`config.mk`:
```
export PLATFORM = sky130hd
export DESIGN_NAME = predecode_stage
export DESIGN_NICKNAME = d
export VERILOG_FILES = /design/src/fetch_pkg.sv /design/src/inst_predecoder.sv /design/src/predecode_stage.sv
export VERILOG_INCLUDE_DIRS = /design/src /design/src/src
export SDC_FILE = /design/constraint.sdc
export NUM_CORES = 1
export LEC_CHECK = 0
export BUFFER_PORTS_ARGS = -buffer_cell sky130_fd_sc_hd__buf_2
export CAP_MARGIN = 20
export CELL_PAD_IN_SITES_DETAIL_PLACEMENT = 1
export CELL_PAD_IN_SITES_GLOBAL_PLACEMENT = 1
export CORE_ASPECT_RATIO = 0.5
export CORE_MARGIN = 3
export CORE_UTILIZATION = 39
export DETAILED_ROUTE_END_ITERATION = 7
export GPL_TIMING_DRIVEN = 1
export HOLD_SLACK_MARGIN = 0.03
export PLACE_DENSITY = 0.79
export SLEW_MARGIN = 20
export SYNTH_ARGS = -nofsm -noshare
export SYNTH_HDL_FRONTEND = slang
export SYNTH_HIERARCHICAL = 1
export SYNTH_SLANG_ARGS = --single-unit
```
`constraint.sdc`:
```
create_clock -name clk -period 8.3 [get_ports clk]
set_input_delay 0.415 -clock clk [delete_from_list [all_inputs] [get_ports clk]]
set_output_delay 0.415 -clock clk [all_outputs]
set_load 0.02 [all_outputs]
```
`src/fetch_defines.svh`:
```
`ifndef FETCH_DEFINES_SVH
`define FETCH_DEFINES_SVH

// instruction slots in one aligned fetch block
`define BLOCK_INSTS 8

// bits needed to name one slot
`define SLOT_IDX_W 3

// virtual address width
`define VADDR_W 32

// fetch target queue index width
`define FSQ_IDX_W 4

// instruction buffer entries, power of two
`define IBUF_DEPTH 16

`endif

```
`src/fetch_pkg.sv`:
```
`include "fetch_defines.svh"

package fetch_pkg;

    typedef struct packed {
        logic       imm20;
        logic [9:0] imm10_1;
        logic       imm11;
        logic [7:0] imm19_12;
        logic [4:0] rd;
        logic [6:0] opcode;
    } j_fmt_t;

    typedef struct packed {
        logic [11:0] imm;
        logic [4:0]  rs1;
        logic [2:0]  funct3;
        logic [4:0]  rd;
        logic [6:0]  opcode;
    } i_fmt_t;

    // same 32-bit word seen as J-type or I-type
    typedef union packed {
        j_fmt_t j_fmt;
        i_fmt_t i_fmt;
    } rv_inst_u;

    typedef enum logic [2:0] {
        br_none,
        br_jal_direct,
        br_call,
        br_ret_indirect,
        br_indirect,
        br_conditional
    } br_type_e;

    typedef enum logic [1:0] {
        ras_none,
        ras_push,
        ras_pop,
        ras_pop_push
    } ras_type_e;

    typedef struct packed {
        br_type_e              br_type;
        ras_type_e             ras_type;
        logic                  is_jal;
        logic [`VADDR_W-1:0]   jal_target;
    } predecode_t;

    typedef struct packed {
        rv_inst_u [`BLOCK_INSTS-1:0] insts;
        logic [`BLOCK_INSTS-1:0]     slot_valid;
        logic [`VADDR_W-1:0]         start_pc;
        logic [`FSQ_IDX_W-1:0]       fsq_idx;
        logic                        pred_taken;
        logic [`SLOT_IDX_W-1:0]      pred_slot;
        logic [`VADDR_W-1:0]         pred_target;
    } fetch_block_t;

    typedef struct packed {
        logic                   valid;
        logic [`FSQ_IDX_W-1:0]  fsq_idx;
        logic [`SLOT_IDX_W-1:0] slot;
        br_type_e               br_type;
        ras_type_e              ras_type;
        logic [`VADDR_W-1:0]    pc;       // start pc of the block
        logic [`VADDR_W-1:0]    target;
    } redirect_t;

    typedef struct packed {
        rv_inst_u [`BLOCK_INSTS-1:0] insts;
        logic [`BLOCK_INSTS-1:0]     slot_valid;
        logic [`SLOT_IDX_W:0]        count;
        logic [`VADDR_W-1:0]         start_pc;
        logic [`FSQ_IDX_W-1:0]       fsq_idx;
    } ibuf_write_t;

    typedef struct packed {
        rv_inst_u              inst;
        logic [`VADDR_W-1:0]   pc;
        logic [`FSQ_IDX_W-1:0] fsq_idx;
    } ibuf_entry_t;

endpackage

```
`src/inst_predecoder.sv`:
```
`include "fetch_defines.svh"

module inst_predecoder import fetch_pkg::*; (
    input  rv_inst_u            inst,
    input  logic [`VADDR_W-1:0] pc,
    output predecode_t          pd
);

    localparam logic [6:0] OP_JAL    = 7'b1101111;
    localparam logic [6:0] OP_JALR   = 7'b1100111;
    localparam logic [6:0] OP_BRANCH = 7'b1100011;

    logic                is_jal;
    logic                is_jalr;
    logic                is_branch;
    logic                rd_link;
    logic                rs1_link;
    logic [`VADDR_W-1:0] j_imm;

    assign is_jal    = inst.j_fmt.opcode == OP_JAL;
    assign is_jalr   = inst.i_fmt.opcode == OP_JALR;
    assign is_branch = inst.i_fmt.opcode == OP_BRANCH;

    // x1 and x5 are the link registers
    assign rd_link  = (inst.i_fmt.rd == 5'd1) || (inst.i_fmt.rd == 5'd5);
    assign rs1_link = (inst.i_fmt.rs1 == 5'd1) || (inst.i_fmt.rs1 == 5'd5);

    assign j_imm = {{(`VADDR_W-20){inst.j_fmt.imm20}}, inst.j_fmt.imm19_12,
                    inst.j_fmt.imm11, inst.j_fmt.imm10_1, 1'b0};

    always_comb begin
        pd.is_jal     = is_jal;
        pd.jal_target = pc + j_imm;
        pd.br_type    = br_none;
        pd.ras_type   = ras_none;
        if (is_jal) begin
            pd.br_type = br_jal_direct;
            if (rd_link) begin
                pd.ras_type = ras_push;  // direct call
            end
        end else if (is_jalr) begin
            case ({rd_link, rs1_link})
                2'b10: begin
                    pd.br_type  = br_call;
                    pd.ras_type = ras_push;
                end
                2'b01: begin
                    pd.br_type  = br_ret_indirect;
                    pd.ras_type = ras_pop;
                end
                2'b11: begin
                    pd.br_type  = br_call;
                    pd.ras_type = ras_pop_push;  // coroutine style swap
                end
                default: pd.br_type = br_indirect;
            endcase
        end else if (is_branch) begin
            pd.br_type = br_conditional;
        end
    end

endmodule

```
`src/predecode_stage.sv`:
```
`include "fetch_defines.svh"

module predecode_stage import fetch_pkg::*; (
    input  logic         clk,
    input  logic         rst_n,
    input  fetch_block_t blk_in,
    input  logic         blk_valid,
    output logic         blk_ready,
    output ibuf_write_t  wr,
    output logic         wr_valid,
    input  logic         wr_ready,
    output redirect_t    redirect
);

    fetch_block_t           held_blk;
    logic                   held_valid;
    predecode_t             pd [`BLOCK_INSTS];
    logic [`BLOCK_INSTS-1:0] jal_vec;
    logic                   jal_found;
    logic [`SLOT_IDX_W-1:0] jal_slot;
    predecode_t             jal_pd;
    logic                   redir_hit;
    logic                   leave;
    logic [`BLOCK_INSTS-1:0] keep_mask;
    logic [`BLOCK_INSTS-1:0] wr_mask;
    logic [`SLOT_IDX_W:0]   wr_cnt;

    assign leave     = held_valid && wr_ready;
    assign blk_ready = !held_valid || wr_ready;

    always_ff @(posedge clk or negedge rst_n) begin
        if (!rst_n) begin
            held_valid <= 1'b0;
        end else if (blk_valid && blk_ready) begin
            held_valid <= 1'b1;
        end else if (leave) begin
            held_valid <= 1'b0;
        end
    end

    always_ff @(posedge clk) begin
        if (blk_valid && blk_ready) begin
            held_blk <= blk_in;
        end
    end

    for (genvar i = 0; i < `BLOCK_INSTS; i++) begin : g_pd
        inst_predecoder inst_predecoder_i (
            .inst (held_blk.insts[i]),
            .pc   (held_blk.start_pc + `VADDR_W'(i * 4)),
            .pd   (pd[i])
        );
        assign jal_vec[i] = held_blk.slot_valid[i] && pd[i].is_jal;
    end

    // lowest valid jal wins
    always_comb begin
        jal_found = 1'b0;
        jal_slot  = '0;
        for (int i = `BLOCK_INSTS - 1; i >= 0; i--) begin
            if (jal_vec[i]) begin
                jal_found = 1'b1;
                jal_slot  = `SLOT_IDX_W'(i);
            end
        end
    end

    assign jal_pd = pd[jal_slot];

    always_comb begin
        if (held_blk.pred_taken) begin
            redir_hit = !jal_found || (jal_slot != held_blk.pred_slot) ||
                        (jal_pd.jal_target != held_blk.pred_target);
        end else begin
            redir_hit = jal_found;
        end
    end

    // control leaves the block at the first jal, so later slots are dropped
    always_comb begin
        for (int i = 0; i < `BLOCK_INSTS; i++) begin
            keep_mask[i] = !jal_found || (i <= int'(jal_slot));
        end
    end

    assign wr_mask = held_blk.slot_valid & keep_mask;

    always_comb begin
        wr_cnt = '0;
        for (int i = 0; i < `BLOCK_INSTS; i++) begin
            wr_cnt = wr_cnt + (`SLOT_IDX_W+1)'(wr_mask[i]);
        end
    end

    assign wr_valid      = held_valid;
    assign wr.insts      = held_blk.insts;
    assign wr.slot_valid = wr_mask;
    assign wr.count      = wr_cnt;
    assign wr.start_pc   = held_blk.start_pc;
    assign wr.fsq_idx    = held_blk.fsq_idx;

    assign redirect.valid    = leave && redir_hit;  // only on the write handshake
    assign redirect.fsq_idx  = held_blk.fsq_idx;
    assign redirect.slot     = jal_found ? jal_slot : held_blk.pred_slot;
    assign redirect.br_type  = jal_found ? jal_pd.br_type : br_none;
    assign redirect.ras_type = jal_found ? jal_pd.ras_type : ras_none;
    assign redirect.pc       = held_blk.start_pc;
    // false taken goes back to the fall-through block
    assign redirect.target   = jal_found ? jal_pd.jal_target :
                               held_blk.start_pc + `VADDR_W'(`BLOCK_INSTS * 4);

endmodule

```
# Word-level counts from Yosys, hierarchy flattened
# Index checks and enable logic that the tools add are counted.
# Widths: inputs -> output; s select.
[op_classes] n_bitwise=2 muxes=82 n_eq_ne=82 magnitude_cmp=8 multipliers=0 shift=0 div=0 n_addsub=23 reduce_logical=48
[ops] cell="$add 32x32->32" n=8
[ops] cell="$eq 7x7->1 const B" n=24
[ops] cell="$add 32x5->32 const B" n=4
[ops] cell="$bmux 38 s3" n=1
[ops] cell="$eq 5x1->1 const B" n=16
[ops] cell="$eq 5x3->1 const B" n=16
[ops] cell="$mux 3" n=26
[ops] cell="$mux 38" n=2
[ops] cell="$add 32x4->32 const B" n=2
[ops] cell="$pmux 2 s3" n=8
[ops] cell="$pmux 3 s2" n=8
[ops] cell="$mux 5" n=8
[ops] cell="$add 32x3->32 const B" n=1
[ops] cell="$add 32x6->32 const B" n=1
[ops] cell="$eq 2x2->1 const B" n=16
[ops] cell="$mux 32" n=1
[ops] cell="$ne 32x32->1" n=1
[ops] cell="$logic_or 1x1->1" n=26
[ops] cell="$mux 1" n=19
[ops] cell="$mux 2" n=9
[ops] cell="$add 4x1->4" n=4
[ops] cell="$eq 2x1->1 const B" n=8
[ops] cell="$reduce_or 2->1" n=8
[ops] cell="$le 3x3->1 const A" n=4
[ops] cell="other kinds (12)" n=24
[totals] out_inout_bits=383 elab_cells=260 memories=0 latch_bits=0 romBits=0 register_bits=337 inputBits=340 mem_bits_rw=0

# Longest topological paths before layout
# Gate-level depths: netlist of run 1.
[depth] ltp_word=20 ltp_mapped=26 ltp_nobuf=23

# Cells and area by module
# The synthesis of run 1 kept the hierarchy.
[by_module_without_submodules] mod="predecode_stage" seq_area_each_um2=10114.7 n_inst=1 area_per_inst_um2=19916.6 cells_each=1831
[by_module_without_submodules] mod="inst_predecoder (g_pd[0].inst_predecoder_i ...)" seq_area_each_um2=0.0 n_inst=5 area_per_inst_um2=1910.6 cells_each=271
[by_module_without_submodules] mod="inst_predecoder (g_pd[3].inst_predecoder_i ...)" seq_area_each_um2=0.0 n_inst=2 area_per_inst_um2=1991.9 cells_each=295
[by_module_without_submodules] mod="inst_predecoder (g_pd[2].inst_predecoder_i)" seq_area_each_um2=0.0 n_inst=1 area_per_inst_um2=1800.5 cells_each=254

# Worst setup path after synthesis of run 1
# No wires, ideal clock.
[synth_path] path_type="register to register" startpoint="register held_valid, in the netlist wr_valid" endpoint="register held_blk[0] (netlist bit), enable pin" setup_time_ns=0.740 t_arrival_ns=8.361 path_buffers=0 setup_slack_ns=-0.801 period_less_slack_ns=9.101 path_stages_with_launch=3 t_required_ns=7.560 cell_sequence="dfrtp_1 > nand2b_1 > and2_1"
[synth_via] elab_chain_cells=3
[synth_rtl] item="from (decl)" line_no="predecode_stage.sv:16" text="logic held_valid;"
[synth_rtl] item="from (signal assigned)" line_no="predecode_stage.sv:33" text="held_valid <= 1'b0;"
[synth_rtl] item="from (signal assigned)" line_no="predecode_stage.sv:35" text="held_valid <= 1'b1;"
[synth_rtl] item="from (signal assigned)" line_no="predecode_stage.sv:37" text="held_valid <= 1'b0;"
[synth_rtl] item="$logic_not 1->1" line_no="predecode_stage.sv:29" text="assign blk_ready = !held_valid || wr_ready;"
[synth_rtl] item="$logic_or 1x1->1" line_no="predecode_stage.sv:29"
[synth_rtl] item="via blk_ready" line_no="predecode_stage.sv:8" text="output logic blk_ready,"
[synth_rtl] item="$logic_and 1x1->1" line_no="predecode_stage.sv:42" text="if (blk_valid && blk_ready) begin"
[synth_rtl] item="to (signal assigned)" line_no="predecode_stage.sv:43" text="held_blk <= blk_in;"
[synth_rtl] item="to (decl)" line_no="predecode_stage.sv:15" text="fetch_block_t held_blk;"
# The timed path passes the listed nets, and every way through them passes these cells.
# A chain may end at the register's enable or synchronous reset.

==> reports/metrics.cfg, run 1 <==
[worst_hold_path]
hp-class=in2reg
hold_start=blk_in[55]

[timing]
hold_viol=0
relSlewSlack_pct=12.68
period_share_pct=97.94
setup_viol=0
fmax_mhz=123.0
maxSlewViolCount=0
finClkSkew_ps=52.66
setup-tns-final_ps=0
tightest_slew_ps=1310
period_minus_slack_ps=8129
fin_ws_ps=171.2
rsz0062_at_grt=no

[route]
via_per_inst=6.245
wl_per_cell_um=33.35
drtIter0Drc=4708
ant_nets=0
dr.pass1.iters=6
via_count=36820
route.detailed.drc=0
routed_wl_um=196600

[layout]
final_cell_mix=722 x buf_2, 472 x nand2_1, 336 x edfxtp_1, 335 x dlygate4sd3_1, 279 x xnor2_1
instances_no_fill=5895
fin_nets=5283
drive_gt1_share_pct=21.54
layout_commonest_cell=buf_2
n_fill_cell=10430
area_delta_synth_final_pct=19.29

[global_route]
antenna_found_initial=13
first_global_vias=36830
grt_usage_pct=40.07
grt_max_degree=152
overflow=0
grt_pass1_wl_um=272900

[power]
pwr-share-clk_pct=26.9
p_leak_nw=17.35
power_density_mw_per_mm2=161.0
ir_worst_vdd_mv=0.1517
power_frac_seq_pct=31.3
pwr-share-comb_pct=41.8
intPower_mw=3.902
netSwitchingFraction_pct=42.36
totalPowerFinal_mw=6.770
p_switching_mw=2.868

[cts]
cts_tree=built
cts.clk_slew.worst_paths_ps=70
clockBufferDepth=3
htree_levels=2
clk_latency_ps=640
cts-root-buf=clkbuf_16
numCtsBuffers=36
cts_sinks=337

[setup_path]
required_ps=7890
worstPathMaxFanout=17
crit_path_start_kind=register
cp.arrival_ps=7710
end_kind=output pin
cpPeakStageDelay_ps=700
cp_slowest_cell=edfxtp_1
path_class=reg2out
crit_path_start=redirect[38]
path_cells=buf_4 -> nand3_1 -> nor2_2 -> nand2_1 -> nor2_1 -> xor2_1 -> ha_1 -> a21oi_1 -> o211ai_1 -> o21ai_0 -> o211ai_2 -> a31o_2 -> xor2_1 -> mux2i_1 -> o22ai_1 -> a21oi_1 -> xor2_1 -> nand4_1 -> nor4_1 -> a21oi_1 -> buf_2
crit_buf_inv=2
crit-reg2reg-launch=wr_valid
cp_top_family=simple AND/OR/NAND/NOR gates

[yosys]
synth-main-ff-cell=edfxtp_1
async_flop_share_pct=0.2967
synth_area_leader_cell=edfxtp_1
syn-mean-instance-area_um2=8.748
syn_area_mm2=0.03525
synth_area_leaders=edfxtp_1 29%, ha_1 9.0%, buf_4 7.7%
netlist.area_leader.share_pct=28.62
synth_enable_flop_cells=336
synthDistinctLibCells=106
synth_nets=4635
yosysWarnings=6
postSynthCellCount=4030
synth-seq-area-share_pct=28.69
synth_seq_cells=337

[place]
place.gp.congestion=1.093
dp.cells=5487
io_buffers=722
preCtsSetupSlack_ps=-30.89
dpl.hpwl_um=149000

[floorplan]
die_x_um=431.2
num_io_pins=723
die_h_um=218.6
rows=77
fp.dieArea_mm2=0.09426
core-area_mm2=0.08892
initial_core_util_pct=39.64

[outcome]
status=finished, final reports clean

[run]
drv_cap=0

## flip-flops by register name, summed over array words and instances, names as in the netlist
| name | cells |
|---|---|
| held_blk | 44 |
| redirect | 36 |
| wr | 256 |
| wr_valid | 1 |
## cells by family after synthesis
logic type / Yosys count / synth area share [%]
AO/OA/AOI/OAI: 981 / 18.88
buffers and inverters: 651 / 11.84
flip-flops: 337 / 28.69
multiplexers: 96 / 2.786
adder cells (fa/ha/maj): 265 / 9.661
XOR/XNOR: 464 / 11.53
AND/OR/NAND/NOR: 1236 / 16.62
## Yosys cell counts, drive strengths merged, types with 12 or more instances
cell,n
nand2,473
buf,436
edfxtp,336
a21oi,286
nor2,283
xnor2,280
ha,253
xor2,184
o21ai,173
nand3,114
clkbuf,108
inv,107
a21o,94
mux2i,88
nor3,86
nand4,83
a31oi,66
a211oi,53
and3,50
o21bai,38
o211ai,34
nor2b,28
o21a,22
o221ai,21
o22ai,20
or4b,18
o22a,17
and2,15
nor3b,14
nor4,13
o31ai,13
or3,13
a221oi,12
a31o,12
a41oi,12
fa,12
nand2b,12
## power groups by stage
| stage | sequential [mW] | clock, mW | combinational (mW) |
|---|---|---|---|
| after CTS | 2.11 | 1.78 | 2.68 |
| after detailed placement | 2.15 | 0 | 2.53 |
| after floorplan | 2.10 | 0 | 1.69 |
| after global placement | 2.14 | 0 | 2.49 |
| after global routing | 2.12 | 1.90 | 2.93 |
| final | 2.12 | 1.82 | 2.83 |
## worst reg2reg max path: stages, from the launching register on
cell and delay (ps):
dfrtp_1 410, nand2b_1 130, and2_4 150, buf_6 610, buf_4 830
## what timing repair did
action / in CTS / in global routing
resized for setup: 3 / 16
setup buffers: 3 / 0
hold buffers: 335 / 0
pin swaps: 0 / 0
hold endpoints to repair: 335 / 0
setup endpoints to repair: 3 / 1
## per-layer routing
metal	wire (um)	share of wire (%)	vias to the layer above	global-route usage, %
li1	-	-	15580	-
met1	77240	39	18400	51.35
met2	84350	43	2285	61.23
met3	24950	13	535	13.77
met4	9957	5.1	14	17.38
met5	85	0.043	-	0
## cell type report
class	instances	area [um2]	share of cell area, %
Timing Repair Buffer	1154	7727	18.37
Tap cell	1185	1483	3.526
Multi-Input combinational cell	3042	21100	50.18
Inverter	107	401.6	0.9550
Clock inverter	21	284.0	0.6754
Sequential cell	337	10110	24.05
Antenna cell	7	17.52	0.04165
Clock buffer	42	923.4	2.196
## path summary, 6_finish.rpt
kind                           endpoint  slack, ps  depth (start not counted)
min reg2reg                    wr_valid        630                          2
max in group asynchronous      wr_valid       8120                          2
max reg2reg                     wr[220]       5630                          4
min in group asynchronous      wr_valid        100                          2
min                        redirect[47]         60                          1
max                        redirect[76]        170                         21
## metrics by stage
| stage | cell area [um2] | util, % | hold WS, ps |
|---|---|---|---|
| global placement | 37350 | 42.00 | 190.1 |
| CTS | 41950 | 47.17 | 32.17 |
| floorplan | 35260 | - | 119.4 |
| global route | 42040 | 47.28 | 38.13 |
| finish | 42050 | 47.29 | 62.38 |
| detailed placement | 37350 | 42.01 | 194.1 |
Note: power is estimated with default switching activity, not from simulation.
==> inputs of run 2 (changes only) <==
--- a/config.mk
+++ b/config.mk
@@ -18,5 +18,4 @@
 export HOLD_SLACK_MARGIN = 0.03
 export PLACE_DENSITY = 0.79
-export SLEW_MARGIN = 20
 export SYNTH_ARGS = -nofsm -noshare
 export SYNTH_HDL_FRONTEND = slang
==> constraint.sdc (replaced) <==
create_clock -name clk -period 8.3 [get_ports clk]
set_input_delay 0.415 -clock clk [delete_from_list [all_inputs] [get_ports clk]]
set_output_delay 0.415 -clock clk [all_outputs]
set_load 0.05 [all_outputs]
==> run 2 against run 1 <==
Die area did not move; clock skew fell by 27 ps; register-to-register slack improved by 50 ps; global-route usage fell by 1.5 points; largest power group unchanged; highest routed layer unchanged.
==> reports/metrics.cfg, run 2 (synthesis gave the netlist of run 1 again) <==
[cts]
numCtsBuffers=36  ; unchanged
htree_levels=2  ; unchanged
clockBufferDepth=3  ; unchanged
cts_tree=built
cts_sinks=337  ; unchanged
cts.clk_slew.worst_paths_ps=90  ; +20 ps
cts-root-buf=clkbuf_16
clk_latency_ps=630  ; about the same

[setup_path]
crit-reg2reg-launch=wr_valid
worstPathMaxFanout=22  ; +5
path_cells=buf_4 -> ha_2 -> nand3_1 -> nor2_1 -> nand2_1 -> nor2_1 -> xor2_1 -> ha_1 -> nand2_1 -> nor2_1 -> a21oi_1 -> o21ai_1 -> a221oi_2 -> xnor2_1 -> mux2i_1 -> o22a_1 -> o221ai_1 -> xnor2_1 -> nand4_1 -> nor4_1 -> a21oi_1 -> buf_2
path_class=reg2out
r2r-end=wr[227]
required_ps=7890  ; about the same
crit_top_cell=nor2_1
cp_slowest_cell=a221oi_2
cpPeakStageDelay_ps=550  ; -150 ps
cp.arrival_ps=7850  ; +140 ps
rr_worst_depth=3  ; -1
crit_path_start_kind=register
crit_buf_inv=2  ; unchanged
end_kind=output pin
ff2ff_setup_slack_ps=5680  ; +50 ps
cp_top_family=simple AND/OR/NAND/NOR gates

[route]
dr.pass1.iters=6  ; unchanged
via_per_inst=6.231  ; -0.23%
via_count=36730  ; -0.25%
route.detailed.drc=0  ; unchanged
ant_nets=0  ; unchanged
routed_wl_um=188800  ; -3.9%
drtIter0Drc=5151  ; +9.4%
wl_per_cell_um=32.04  ; -3.9%

[floorplan]
die_h_um=218.6  ; unchanged
initial_core_util_pct=39.64  ; unchanged
num_io_pins=723  ; unchanged
die_x_um=431.2  ; unchanged
core-area_mm2=0.08892  ; unchanged
fp.dieArea_mm2=0.09426  ; unchanged
rows=77  ; unchanged

[timing]
fmax_mhz=121.0  ; -1.6%
period_share_pct=99.54  ; +1.6 points
maxSlewViolCount=0  ; unchanged
setup_viol=0  ; unchanged
relSlewSlack_pct=26.19  ; +14 points
hold_viol=0  ; unchanged
rsz0062_at_grt=no
finClkSkew_ps=25.96  ; -26.70 ps
period_minus_slack_ps=8262  ; +133.0 ps
tightest_slew_ps=1093  ; -216.5 ps
fin_ws_ps=38.18  ; -133.0 ps
setup-tns-final_ps=0  ; unchanged

[layout]
area_delta_synth_final_pct=19.02
final_cell_mix=722 x buf_2, 472 x nand2_1, 337 x dlygate4sd3_1, 336 x edfxtp_1, 281 x nor2_1
drive_gt1_share_pct=21.33  ; -0.20 points
largest_register_ffs=256  ; unchanged
layout_commonest_cell=buf_2
postLayoutCellArea_mm2=0.04196  ; -0.23%
fin_nets=5286  ; +0.057%

[outcome]
status=finished, final reports clean

[power]
ir_worst_vdd_mv=0.2188  ; +44%
power_density_mw_per_mm2=165.8  ; +3.0%
p_leak_nw=17.35  ; about the same

[place]
preCtsSetupSlack_ps=767.4  ; +798.2 ps
placed_area_mm2=0.03734  ; about the same
io_buffers=722  ; unchanged
place.gp.congestion=1.089  ; -0.40%
dpl.hpwl_um=142900  ; -4.1%

[global_route]
antenna_found_initial=12  ; -1
first_global_vias=37150  ; +0.87%
overflow=0  ; unchanged
grt_pass1_wl_um=266000  ; -2.6%
grt_max_degree=151  ; -0.66%
grt_usage_pct=38.58  ; -1.5 points

[worst_hold_path]
hp-class=in2async

[run]
drv_cap=0  ; unchanged

-- run 2: worst max-delay path by stage --
stage                     slack [ps]    startpoint  cells after the start           end
final                             40  redirect[36]                     22  redirect[76]
after global routing              70  redirect[36]                     24  redirect[76]
after detailed placement         770  redirect[36]                     23  redirect[76]
after floorplan                 2320  redirect[34]                     24  redirect[76]
after global placement           780  redirect[36]                     23  redirect[76]
after CTS                         70  redirect[36]                     23  redirect[76]
-- run 2: metrics by stage --
stage                     std cells  hold WS [ps]  total power [mW]  utilization (%)
final                          5894         78.39             6.958            47.19
after detailed placement       5487         193.7             4.864            41.99
after global routing           5892         81.41             7.139            47.18
after CTS                      5887         94.01             6.726            47.11
after floorplan                4030         119.4             4.040                -
after global placement         5487         191.1             4.814            41.99
-- run 2: layer usage --
metal | GRT usage, % | part of all wire (%) | routed length (um) | vias up
met2 | 59.36 | 43 | 81860 | 2312
met4 | 18.16 | 5.4 | 10210 | 18
met1 | 47.78 | 38 | 72130 | 18250
li1 | - | - | - | 15600
met5 | 0 | 0.067 | 126 | -
met3 | 14.54 | 13 | 24500 | 551
-- run 2: where the power goes --
group | switching [mW] | internal (mW)
combinational | 2.07 | 0.961
sequential | 0.118 | 1.99
clock | 0.902 | 0.914
total | 3.09 | 3.87
-- run 2: cell type report --
| type | instances | area [um2] |
|---|---|---|
| clock inverters | 21 | 251.5 |
| inverters | 107 | 401.6 |
| flip-flops and latches | 337 | 10110 |
| repair buffers | 1157 | 7767 |
| clock buffers | 42 | 923.4 |
| well taps | 1185 | 1483 |
| diodes | 3 | 7.507 |
| fillers | 10630 | 46970 |
| multi-input cells | 3042 | 21010 |
-- run 2: what timing repair did --
| action | in CTS | in global routing |
|---|---|---|
| setup buffers | 0 | 3 |
| hold buffers | 337 | 0 |
| setup endpoints to repair | 0 | 1 |
| endpoints found under the hold margin | 337 | 0 |
| gates resized for setup | 0 | 3 |
